`src/beam_reduce_pkg.sv`:
```
//--------------------------------------------------------------------------
// widths, types and the fixed walsh sign codebook of the beam reduction path
// BEAM_W and BEAM_IDX_W follow the default antenna and beam counts
//--------------------------------------------------------------------------
package beam_reduce_pkg;

    localparam int ANT_N      = 8;
    localparam int BEAM_N     = 8;
    localparam int SAMPLE_W   = 16;
    localparam int BEAM_W     = SAMPLE_W + $clog2(ANT_N);  // 19, no overflow for 8 ants
    localparam int POWER_W    = BEAM_W + 1;                // |I|+|Q|
    localparam int RBG_LEN_W  = 6;                         // 1..63 REs, 0 acts as 1
    localparam int ACC_W      = POWER_W + RBG_LEN_W;
    localparam int BEAM_IDX_W = $clog2(BEAM_N);

    typedef logic signed [SAMPLE_W-1:0] sample_t;
    typedef logic signed [BEAM_W-1:0]   beam_sum_t;
    typedef logic        [POWER_W-1:0]  power_t;
    typedef logic        [ACC_W-1:0]    acc_t;

    //----------------------------------------------------------------------
    // codebook, bit set means weight -1 (odd parity of beam & antenna)
    //----------------------------------------------------------------------
    function automatic logic [BEAM_N-1:0][ANT_N-1:0] gen_codebook();
        logic [BEAM_N-1:0][ANT_N-1:0] cb;
        cb = '0;
        for (int b = 0; b < BEAM_N; b++) begin
            for (int a = 0; a < ANT_N; a++) begin
                cb[b][a] = ^(a & b);
            end
        end
        return cb;
    endfunction

    localparam logic [BEAM_N-1:0][ANT_N-1:0] CODEBOOK = gen_codebook();

    // apb register map, byte addresses
    localparam logic [3:0] REG_CTRL    = 4'h0;
    localparam logic [3:0] REG_RBG_LEN = 4'h4;
    localparam logic [3:0] REG_RBG_CNT = 4'h8;

    localparam logic [RBG_LEN_W-1:0] RBG_LEN_RESET = 6'd12;

endpackage

```
`src/beam_rank.sv`:
```
//--------------------------------------------------------------------------
// picks the two strongest beams of a sum vector, ties go to the lower index
// needs BEAM_N of at least 2
//--------------------------------------------------------------------------
`timescale 1ns/1ps

module beam_rank import beam_reduce_pkg::*; #(
    parameter int BEAM_N = beam_reduce_pkg::BEAM_N
) (
    input  logic                  i_clk,
    input  logic                  i_reset,
    input  acc_t                  i_sum [BEAM_N],
    input  logic                  i_vld,
    output logic                  o_vld,
    output logic [BEAM_IDX_W-1:0] o_top_idx,
    output acc_t                  o_top_pwr,
    output logic [BEAM_IDX_W-1:0] o_second_idx,
    output acc_t                  o_second_pwr
);

    logic [BEAM_IDX_W-1:0] top_idx;
    logic [BEAM_IDX_W-1:0] sec_idx;
    acc_t                  top_pwr;
    acc_t                  sec_pwr;

    //----------------------------------------------------------------------
    // linear scan, strict compare keeps the earlier beam on ties
    //----------------------------------------------------------------------
    always_comb begin
        if (i_sum[1] > i_sum[0]) begin
            top_idx = BEAM_IDX_W'(1);
            top_pwr = i_sum[1];
            sec_idx = '0;
            sec_pwr = i_sum[0];
        end else begin
            top_idx = '0;
            top_pwr = i_sum[0];
            sec_idx = BEAM_IDX_W'(1);
            sec_pwr = i_sum[1];
        end
        for (int b = 2; b < BEAM_N; b++) begin
            if (i_sum[b] > top_pwr) begin
                sec_idx = top_idx;  // old top drops to second
                sec_pwr = top_pwr;
                top_idx = BEAM_IDX_W'(b);
                top_pwr = i_sum[b];
            end else if (i_sum[b] > sec_pwr) begin
                sec_idx = BEAM_IDX_W'(b);
                sec_pwr = i_sum[b];
            end
        end
    end

    always_ff @(posedge i_clk) begin
        if (i_vld) begin
            o_top_idx    <= top_idx;
            o_top_pwr    <= top_pwr;
            o_second_idx <= sec_idx;
            o_second_pwr <= sec_pwr;
        end
    end

    always_ff @(posedge i_clk) begin
        if (i_reset) begin
            o_vld <= 1'b0;
        end else begin
            o_vld <= i_vld;
        end
    end

endmodule

```
`config.mk`:
```
export PLATFORM = sky130hd
export DESIGN_NAME = beam_rank
export DESIGN_NICKNAME = d
export VERILOG_FILES = /design/src/beam_reduce_pkg.sv /design/src/beam_rank.sv
export SDC_FILE = /design/constraint.sdc
export NUM_CORES = 1
export LEC_CHECK = 0
export BUFFER_PORTS_ARGS = -buffer_cell sky130_fd_sc_hd__buf_4
export CORE_MARGIN = 2
export CORE_UTILIZATION = 36
export CTS_CLUSTER_SIZE = 24
export DETAILED_ROUTE_END_ITERATION = 8
export PLACE_DENSITY = 0.63
export SLEW_MARGIN = 20
export SYNTH_ARGS = -nofsm -noshare
export SYNTH_HDL_FRONTEND = slang
export SYNTH_SLANG_ARGS = --single-unit
export TNS_END_PERCENT = 1
```
`constraint.sdc`:
```
create_clock -name i_clk -period 30.3 [get_ports i_clk]
set_clock_uncertainty 0.05 [all_clocks]
set_input_delay 4.545 -clock i_clk [delete_from_list [all_inputs] [get_ports i_clk]]
set_output_delay 4.545 -clock i_clk [all_outputs]
set_load 0.01 [all_outputs]
```
## Yosys cells after proc, flatten, opt, wreduce, memory -nomap -nowiden

Index checks and enable logic that the tools add are counted.

| storage, ports and cells | value |
|---|---|
| register bits | 59 |
| bits of input ports | 211 |
| output and inout port bits | 59 |

| operators by class | value |
|---|---|
| order comparisons | 13 |
| mux-type cells | 39 |

Operator list:

| kind | number |
|---|---|
| 26-bit 2-to-1 mux | 20 |
| 26-bit greater-than comparator | 13 |
| 3-bit 2-to-1 mux | 17 |
| 1-bit 2-to-1 mux | 2 |

## Longest topological paths before layout

Gate-level depths: netlist of the first run.

| depth | value |
|---|---|
| depth after elaboration | 20 |
| depth in mapped cells | 115 |
| depth with buffers taken out | 106 |

## Least setup slack after synthesis of the first run

OpenSTA, ideal clock, no wires.

| path | value |
|---|---|
| path kind | input -> register |
| from | input i_sum[187] in the netlist's numbering |
| to | register o_second_pwr[10] (data pin) |
| library setup time | 268 ps |
| arrival time | 23074 ps |
| required time | 29982 ps |
| path slack | 6907 ps |
| stages | 110 |
| path buffers | 13 |
| cells stage by stage | inv_1 ha_1 a21oi_1 o21ai_0 a2111oi_2 nor2_2 o21ai_2 buf_6 clkbuf_1 clkbuf_1 mux2i_1 ha_1 a2111oi_1 o2111ai_1 and3_1 or2_1 o211ai_2 clkbuf_1 [... 74 more ...] ha_1 nor2b_1 o21ai_0 nand2b_1 a21oi_1 nor2b_1 o21ai_0 nand2b_1 a21oi_1 nor2_1 a211oi_1 o21ai_0 a221o_1 a221oi_1 a31oi_1 nor2_1 clkbuf_1 a31oi_1 |

| between the ends | value |
|---|---|
| cells in the longest elaborated chain, start to end | 20 |
| elaborated cells on any way between the ends | 32 |

Ends and longest elaborated chain:

| element | RTL line | text |
|---|---|---|
| start, declared | beam_rank.sv:12 | `input acc_t i_sum [BEAM_N],` |
| 26-bit greater-than comparator | beam_rank.sv:30 | `if (i_sum[1] > i_sum[0]) begin` |
| 26-bit 2-to-1 mux | beam_rank.sv:30 |  |
| 26-bit greater-than comparator | beam_rank.sv:47 | `end else if (i_sum[b] > sec_pwr) begin` |
| 26-bit 2-to-1 mux | beam_rank.sv:47 |  |
| 26-bit 2-to-1 mux | beam_rank.sv:42 | `if (i_sum[b] > top_pwr) begin` |
| 26-bit greater-than comparator | beam_rank.sv:47 |  |
| 26-bit 2-to-1 mux | beam_rank.sv:47 |  |
| 26-bit 2-to-1 mux | beam_rank.sv:42 |  |
| [... 5 more ...] | n/a |  |
| 26-bit 2-to-1 mux | beam_rank.sv:42 |  |
| 26-bit greater-than comparator | beam_rank.sv:47 |  |
| 26-bit 2-to-1 mux | beam_rank.sv:47 |  |
| 26-bit 2-to-1 mux | beam_rank.sv:42 |  |
| 26-bit greater-than comparator | beam_rank.sv:47 |  |
| 26-bit 2-to-1 mux | beam_rank.sv:47 |  |
| 26-bit 2-to-1 mux (*) | beam_rank.sv:42 |  |
| net sec_pwr[10] | beam_rank.sv:24 | `acc_t sec_pwr;` |
| end signal, assigned | beam_rank.sv:59 | `o_second_pwr <= sec_pwr;` |
| end, declared | beam_rank.sv:18 | `output acc_t o_second_pwr` |

Mark *: on every way through the listed nets, which the timed path passes. The rest lies on a longest branch.
A chain may end at the register's enable or synchronous reset.

## Worst setup path in the final report of the first run

| path | value |
|---|---|
| from | input i_sum[185] in the netlist's numbering |
| to | register o_second_idx[1] (data pin) |

| between the ends | value |
|---|---|
| cells in the longest elaborated chain, start to end | 20 |
| elaborated cells on any way between the ends | 47 |

Ends and longest elaborated chain:

| element | RTL line | text |
|---|---|---|
| 26-bit greater-than comparator | beam_rank.sv:30 |  |
| 26-bit 2-to-1 mux | beam_rank.sv:30 |  |
| 26-bit greater-than comparator | beam_rank.sv:47 |  |
| 26-bit 2-to-1 mux | beam_rank.sv:47 |  |
| 26-bit 2-to-1 mux | beam_rank.sv:42 |  |
| 26-bit greater-than comparator | beam_rank.sv:47 |  |
| 26-bit 2-to-1 mux | beam_rank.sv:47 |  |
| 26-bit 2-to-1 mux | beam_rank.sv:42 |  |
| [... 5 more ...] | n/a |  |
| 26-bit 2-to-1 mux | beam_rank.sv:42 |  |
| 26-bit greater-than comparator | beam_rank.sv:47 |  |
| 26-bit 2-to-1 mux | beam_rank.sv:47 |  |
| 26-bit 2-to-1 mux | beam_rank.sv:42 |  |
| 26-bit greater-than comparator | beam_rank.sv:47 |  |
| 3-bit 2-to-1 mux | beam_rank.sv:47 |  |
| 3-bit 2-to-1 mux (*) | beam_rank.sv:42 |  |
| net sec_idx[1] | beam_rank.sv:22 | `logic [BEAM_IDX_W-1:0] sec_idx;` |
| end signal, assigned | beam_rank.sv:58 | `o_second_idx <= sec_idx;` |
| end, declared | beam_rank.sv:17 | `output logic [BEAM_IDX_W-1:0] o_second_idx,` |

Marks and branches as above.

==> results.tsv, run 1 <==
metric	value	unit
final std cells w/o fill	3098	
Sink Count	59	
Routed Antenna Nets	0	
Final Hold Viols	0	
Residual DRC	0	
crit path DAT	27220	ps
vias in the first global route	17000	
Iter 0 DRT Violations	1461	
status	finished, final reports clean	
fillers	4682	
crit path max-delay cell type	a2111oi_1	
dpl cells	3082	
GRT Overall Usage	26.0	%
most frequent cells in the layout	330 x ha_1, 293 x buf_4, 266 x nand2_1, 238 x a21oi_1, 229 x o21ai_0	
Longest Clk Path Bufs	2	
Initial Utilization	36.6	%
DR WL met2	28.9	mm
crit path launch	i_sum[185]	
pin count of the biggest net entering global routing	86	
Largest stage delay, worst path	570	ps
actual slew at the worst max-slew pin	908	ps
crit path capture type	register	
most common cell after layout, fill and taps aside	ha_1	
syn_area_per_cell	7.22	um2
Post-synth ARST share	0	%
die height	219	um
Crit path required time	30330	ps
Syn Nets	2843	
metal1 wirelength	29.7	mm
Max Cap Viol	0	
Vias	17800	
GP Congestion	0.953	
FF+latch area	1760	um2
row cnt	78	
H-tree depth	3	
# resized after CTS	0	
CP Class	input pin to register	
total length of routed wires	64.1	mm
drt wl/cell	20.7	um
library cells used by synthesis	81	
Post-CTS Setup Bufs	0	
Detailed Place HPWL	54.5	mm
worst min path class	input pin to register	
share of layout cells above drive strength 1	15.8	%
CTS tree	built	
Final Setup Violations	0	
Final nets	3034	
Top cell by count, worst path	o21ai_0	
antenna violations before repair	4	
max_slew headroom	38.7	%
fmax	36.8	MHz
RSZ-0062 raised after global routing	no	
buffers added on ports	269	
Die Wd	219	um
Setup TNS	0	ps
first-pass detailed-route iteration total	8	
die area	47900	um2
core area	45500	um2
synthesis-to-layout area growth	17.2	%
met3 wire len	4.09	mm
Post-synth EDFFs	58	
sequential share of the synthesized area	10.6	%
remaining global-route overflow	0	
Clock transition at path regs	60	ps
Cells after Synth	2302	
cts hold-fix bufs	0	
Yosys Warn Count	0	
Clock Tree Root	clkbuf_16	
total CTS buffers	9	
Top FF cell, synth	edfxtp_1	
Slew Limit Fails	0	
antenna cell count	0	
Vias/cell	5.75	
crit start category	input pin	
# IOs	270	
Tmin final	27190	ps
count of state elements after synthesis	59	
Mapped Area	16600	um2
first-pass GRT wire length	97.5	mm
hold_sp	i_reset	
Max FO, Critical Path	60	
period utilization	89.7	%
footprint of the multi-input gates	13900	um2
DR top layer	met5	
[sequential cells by signal, indices dropped and copies added (netlist names)]
register and count:
o_second_pwr 26, o_top_pwr 26, o_second_idx 3, o_top_idx 3, o_vld 1
[cells by family (layout without fill, tap and decap cells)]
kind of cell	Yosys count	after routing	synth area share, %
flip-flops	59	59	10.6
buffers and inverters	268	464	6.27
AO/OA/AOI/OAI	759	759	27.5
multiplexers	166	166	10.5
adder cells (fa/ha/maj)	331	331	24.9
AND/OR/NAND/NOR	707	707	19.6
XOR/XNOR	12	12	0.632
[final cells by class]
class                   instances  share of cell area (%)
clock buffers                  10                    1.18
clock inverters                 6                   0.289
inverters                     155                    2.99
multi-input cells            1975                    71.4
flip-flops and latches         59                    9.04
well taps                     600                    3.85
repair buffers                293                    11.3
[cells in the mapped netlist, types with 5 or more instances]
library cell  count  share of area [%]
a21oi_1         238                7.2
ha_1            330                 25
o21a_1           53                2.4
xnor2_1           9               0.47
and4_1            8               0.42
o22ai_1          48                1.8
and2_1           13               0.49
nor4_1            7               0.26
clkbuf_1         94                2.1
and3_1            9               0.34
inv_1           154                3.5
nand3_1          30               0.90
a221oi_1          5               0.26
nor3_1           25               0.75
o31ai_1           7               0.32
a31oi_1          22               0.83
a21o_1           62                2.8
nand2_1         266                6.0
edfxtp_1         58                 10
mux2_2           58                3.9
mux2i_1         100                6.0
a211o_1           6               0.32
buf_1             8               0.18
nor2_1          188                4.2
mux2_1            6               0.41
a211oi_1         10               0.45
o211ai_1         30                1.4
nand2b_1         52                2.0
nor2b_1          33                1.2
buf_2             5               0.15
nand4_1          63                2.4
o21ai_0         229                6.9
[worst max-delay path: cells and delay by family]
family                   cells  cell delay, ps
AO/OA/AOI/OAI               58           11550
adder cells (fa/ha/maj)      7            2130
multiplexers                 5            1660
buffers and inverters       10            3530
AND/OR/NAND/NOR             24            3640
[stage by stage]
stage | instance area [um2] | hold WS, ps | util, % | setup WS (ps)
floorplan | 16600 | 4570 | - | 6910
global placement | 19200 | 4660 | 42.2 | 3460
detailed placement | 19200 | 4660 | 42.2 | 2770
CTS | 19500 | 4310 | 42.8 | 3080
global route | 19500 | 4320 | 42.8 | 977
finish | 19500 | 4310 | 42.8 | 3110
[worst paths after layout]
kind | to | slack [ps] | depth (start not counted)
hold / removal | o_vld$_SDFF_PP0_ | 4310 | 2
setup / recovery | o_second_idx[1]$_DFFE_PP_ | 3110 | 104
[routing by layer]
layer | up-vias | track usage [%]
met5 | - | 0
met4 | 8 | 5.95
met3 | 68 | 2.95
met2 | 596 | 43.0
met1 | 8304 | 36.0
li1 | 8848 | -
Power of run 1 is not shown: default switching activity piles up to over one toggle a cycle in this logic, so the estimate is an artifact.
==> run 2: changes to the inputs <==
--- a/config.mk
+++ b/config.mk
@@ -10,7 +10,7 @@
 export CORE_UTILIZATION = 36
 export CTS_CLUSTER_SIZE = 24
 export DETAILED_ROUTE_END_ITERATION = 8
-export PLACE_DENSITY = 0.63
+export PLACE_DENSITY = 0.54
 export SLEW_MARGIN = 20
 export SYNTH_ARGS = -nofsm -noshare
 export SYNTH_HDL_FRONTEND = slang
==> results.tsv, run 2 (synthesis gave the netlist of run 1 again) <==
metric	value	unit	change
critical path depth	105		+0.96%
vias in the first global route	16700		-1.7%
Max Cap Viol	0		unchanged
most frequent cells in the layout	330 x ha_1, 293 x buf_4, 266 x nand2_1, 238 x a21oi_1, 229 x o21ai_0		
crit path capture type	register		
first-pass detailed-route iteration total	6		-2
Final Setup Violations	0		unchanged
die height	219	um	unchanged
Max FO, Critical Path	66		+10%
Final Hold Viols	0		unchanged
antenna cell count	0		unchanged
Vias	17400		-2.2%
drt wl/cell	20.8	um	+0.78%
Vias/cell	5.63		-2.2%
Hold Path Stages	2		unchanged
Final nets	3034		unchanged
period utilization	91.6	%	+1.9 points
Clock transition at path regs	70	ps	about the same
crit start category	input pin		
RSZ-0062 raised after global routing	no		
status	finished, final reports clean		
crit path max-delay cell type	nand2_1		
Initial Utilization	36.6	%	unchanged
# resized after CTS	0		unchanged
die area	47900	um2	unchanged
Setup TNS	0	ps	unchanged
first-pass GRT wire length	97.1	mm	-0.38%
Post-CTS Setup Bufs	0		unchanged
most common cell after layout, fill and taps aside	ha_1		
Longest Clk Path Bufs	2		unchanged
synthesis-to-layout area growth	17.2	%	about the same
Detailed Place HPWL	55.4	mm	+1.6%
Clock Tree Root	clkbuf_16		
buffers added on ports	269		unchanged
share of layout cells above drive strength 1	15.9	%	+0.080 points
H-tree depth	3		unchanged
Sink Count	59		unchanged
CTS tree	built		
fillers	4779		+2.1%
Top Registers	o_second_pwr x26, o_top_pwr x26		
pin count of the biggest net entering global routing	86		unchanged
Tmin final	27760	ps	+571 ps
Routed Antenna Nets	0		unchanged
Top cell by count, worst path	o21ai_0		
worst min path class	input pin to register		
FF+latch area	1760	um2	unchanged
crit path DAT	27800	ps	+580 ps
row cnt	78		unchanged
cts hold-fix bufs	0		unchanged
fmax	36.0	MHz	-2.1%
# IOs	270		unchanged
Residual DRC	0		unchanged
total length of routed wires	64.6	mm	+0.78%
footprint of the multi-input gates	13900	um2	unchanged
Buf+Inv Stages, Crit Path	7		-3
GRT Overall Usage	26.1	%	+0.13 points
Crit path required time	30340	ps	about the same
max_slew headroom	37.9	%	-0.82 points
remaining global-route overflow	0		unchanged
core area	45500	um2	unchanged
antenna violations before repair	2		-2
Die Wd	219	um	unchanged
CP Class	input pin to register		
GP Congestion	0.928		-2.6%
Iter 0 DRT Violations	1296		-11%
Largest stage delay, worst path	760	ps	+190 ps
actual slew at the worst max-slew pin	930	ps	+22.0 ps
Slew Limit Fails	0		unchanged
total CTS buffers	9		unchanged
CP top delay family	compound AO/OA/AOI/OAI gates		
## run 2: path summary, 6_finish.rpt
check                                   end        from
setup / recovery  o_second_idx[1]$_DFFE_PP_  i_sum[161]
hold / removal             o_vld$_SDFF_PP0_     i_reset
## run 2: per-layer routing
layer / share of wire (%) / track usage [%]
met1: 47 / 35.4
met2: 46 / 43.5
met3: 4.9 / 2.80
met4: 2.7 / 7.66
met5: 0.042 / 0
## run 2: through the flow
step           cell area (um2)  hold slack, ps  utilization, %  setup WS (ps)  instances
4_1_cts                  19500            4300            42.8           2710       3098
6_report                 19500            4310            42.8           2540       3098
2_1_floorplan            16600            4570               -           6910       2302
3_5_place_dp             19200            4660            42.2           2410       3082
5_1_grt                  19500            4320            42.8            575       3098
3_3_place_gp             19200            4650            42.2           2930       3082
## run 2: final cells by class
class	count	area share, %
well taps	600	3.85
multi-input cells	1975	71.4
flip-flops and latches	59	9.04
inverters	155	2.99
repair buffers	293	11.3
clock inverters	4	0.128
clock buffers	12	1.32
Power of run 2 is left out for the same reason.
==> run 3: changes to the inputs <==
--- a/config.mk
+++ b/config.mk
@@ -7,10 +7,10 @@
 export LEC_CHECK = 0
 export BUFFER_PORTS_ARGS = -buffer_cell sky130_fd_sc_hd__buf_4
 export CORE_MARGIN = 2
-export CORE_UTILIZATION = 36
+export CORE_UTILIZATION = 40
 export CTS_CLUSTER_SIZE = 24
 export DETAILED_ROUTE_END_ITERATION = 8
-export PLACE_DENSITY = 0.54
+export PLACE_DENSITY = 0.59
 export SLEW_MARGIN = 20
 export SYNTH_ARGS = -nofsm -noshare
 export SYNTH_HDL_FRONTEND = slang
==> results.tsv, run 3 (synthesis gave the netlist of run 1 again) <==
metric	value	unit	change
status	finished, final reports clean		
Worst Hold Endpoint	o_vld$_SDFF_PP0_		
Clock transition at path regs	60	ps	about the same
FF+latch area	1760	um2	unchanged
RSZ-0062 raised after global routing	no		
Post-CTS Setup Bufs	0		unchanged
share of layout cells above drive strength 1	15.7	%	-0.11 points
core area	40900	um2	-10%
Hold Path Stages	2		unchanged
CP top delay family	compound AO/OA/AOI/OAI gates		
remaining global-route overflow	0		unchanged
final std cells w/o fill	3028		-2.3%
Largest stage delay, worst path	870	ps	+110 ps
total CTS buffers	9		unchanged
fillers	4166		-13%
Slew Limit Fails	0		unchanged
most frequent cells in the layout	330 x ha_1, 291 x buf_4, 266 x nand2_1, 238 x a21oi_1, 229 x o21ai_0		
CTS tree	built		
Detailed Place HPWL	53.0	mm	-4.4%
die area	43200	um2	-9.8%
Buf+Inv Stages, Crit Path	8		+1
crit path DAT	28170	ps	+370 ps
synthesis-to-layout area growth	16.6	%	
Max Cap Viol	0		unchanged
Final Hold Viols	0		unchanged
Tmin final	28110	ps	+352 ps
pin count of the biggest net entering global routing	69		-20%
Clock Tree Root	clkbuf_16		
Initial Utilization	40.6	%	+4.1 points
dpl cells	3012		-2.3%
worst min path class	input pin to register		
Vias/cell	5.84		+3.8%
antenna cell count	0		unchanged
cts hold-fix bufs	0		unchanged
vias in the first global route	17000		+1.7%
first-pass detailed-route iteration total	5		-1
period utilization	92.8	%	+1.2 points
crit path capture type	register		
buffers added on ports	269		unchanged
hold_sp	i_reset		
Setup TNS	0	ps	unchanged
antenna violations before repair	1		-1
crit start category	input pin		
crit path max-delay cell type	nand3_1		
most common cell after layout, fill and taps aside	ha_1		
drt wl/cell	20.7	um	-0.87%
total length of routed wires	62.6	mm	-3.1%
Residual DRC	0		unchanged
fmax	35.6	MHz	-1.3%
row cnt	74		-5.1%
Post-DP Area	19100	um2	-0.52%
actual slew at the worst max-slew pin	1100	ps	+173 ps
Final Setup Violations	0		unchanged
Sink Count	59		unchanged
footprint of the multi-input gates	13900	um2	unchanged
Crit path required time	30360	ps	+20 ps
Longest Clk Path Bufs	2		unchanged
H-tree depth	3		unchanged
Top cell by count, worst path	o21ai_0		
die height	208	um	-5.0%
# IOs	270		unchanged
first-pass GRT wire length	96.5	mm	-0.65%
Final nets	3032		-0.066%
GRT Overall Usage	28.0	%	+1.9 points
CP Class	input pin to register		
Routed Antenna Nets	0		unchanged
Top Registers	o_second_pwr x26, o_top_pwr x26		
Max FO, Critical Path	46		-30%
Iter 0 DRT Violations	1400		+8.0%
Vias	17700		+1.4%
max_slew headroom	26.2	%	-12 points
Die Wd	208	um	-5.0%
post-route cell area	19400	um2	-0.49%
# resized after CTS	0		unchanged
GP Congestion	0.959		+3.4%
==> run 3: worst max-delay path by stage <==
stage,from,end,cells after the start
floorplan,i_sum[187],o_second_pwr[10]$_DFFE_PP_,110
CTS,i_sum[159],o_second_idx[1]$_DFFE_PP_,104
finish,i_sum[159],o_second_idx[2]$_DFFE_PP_,104
global route,i_sum[185],o_second_idx[1]$_DFFE_PP_,109
detailed placement,i_sum[159],o_second_idx[1]$_DFFE_PP_,104
global placement,i_sum[161],o_second_idx[1]$_DFFE_PP_,94
==> run 3: layout make-up <==
class,instances,share of cell area (%)
Timing Repair Buffer,291,11.3
Clock buffer,10,1.18
Inverter,155,3.00
Clock inverter,6,0.290
Tap cell,532,3.43
Sequential cell,59,9.09
Multi-Input combinational cell,1975,71.7
==> run 3: per-stage QoR <==
stage / hold slack (ps) / worst slack [ps] / utilization, %
finish: 4300 / 2190 / 47.4
global route: 4300 / 500 / 47.4
CTS: 4290 / 2450 / 47.4
detailed placement: 4650 / 2090 / 46.7
global placement: 4650 / 2540 / 46.7
floorplan: 4570 / 6910 / -
==> run 3: metal layers <==
metal	global-route usage (%)	vias up	part of all wire [%]
met3	3.56	67	6.0
met2	46.4	612	46
met5	0	-	0.019
li1	-	8837	-
met1	38.2	8170	46
met4	7.31	2	2.3
Power of run 3 is left out for the same reason.
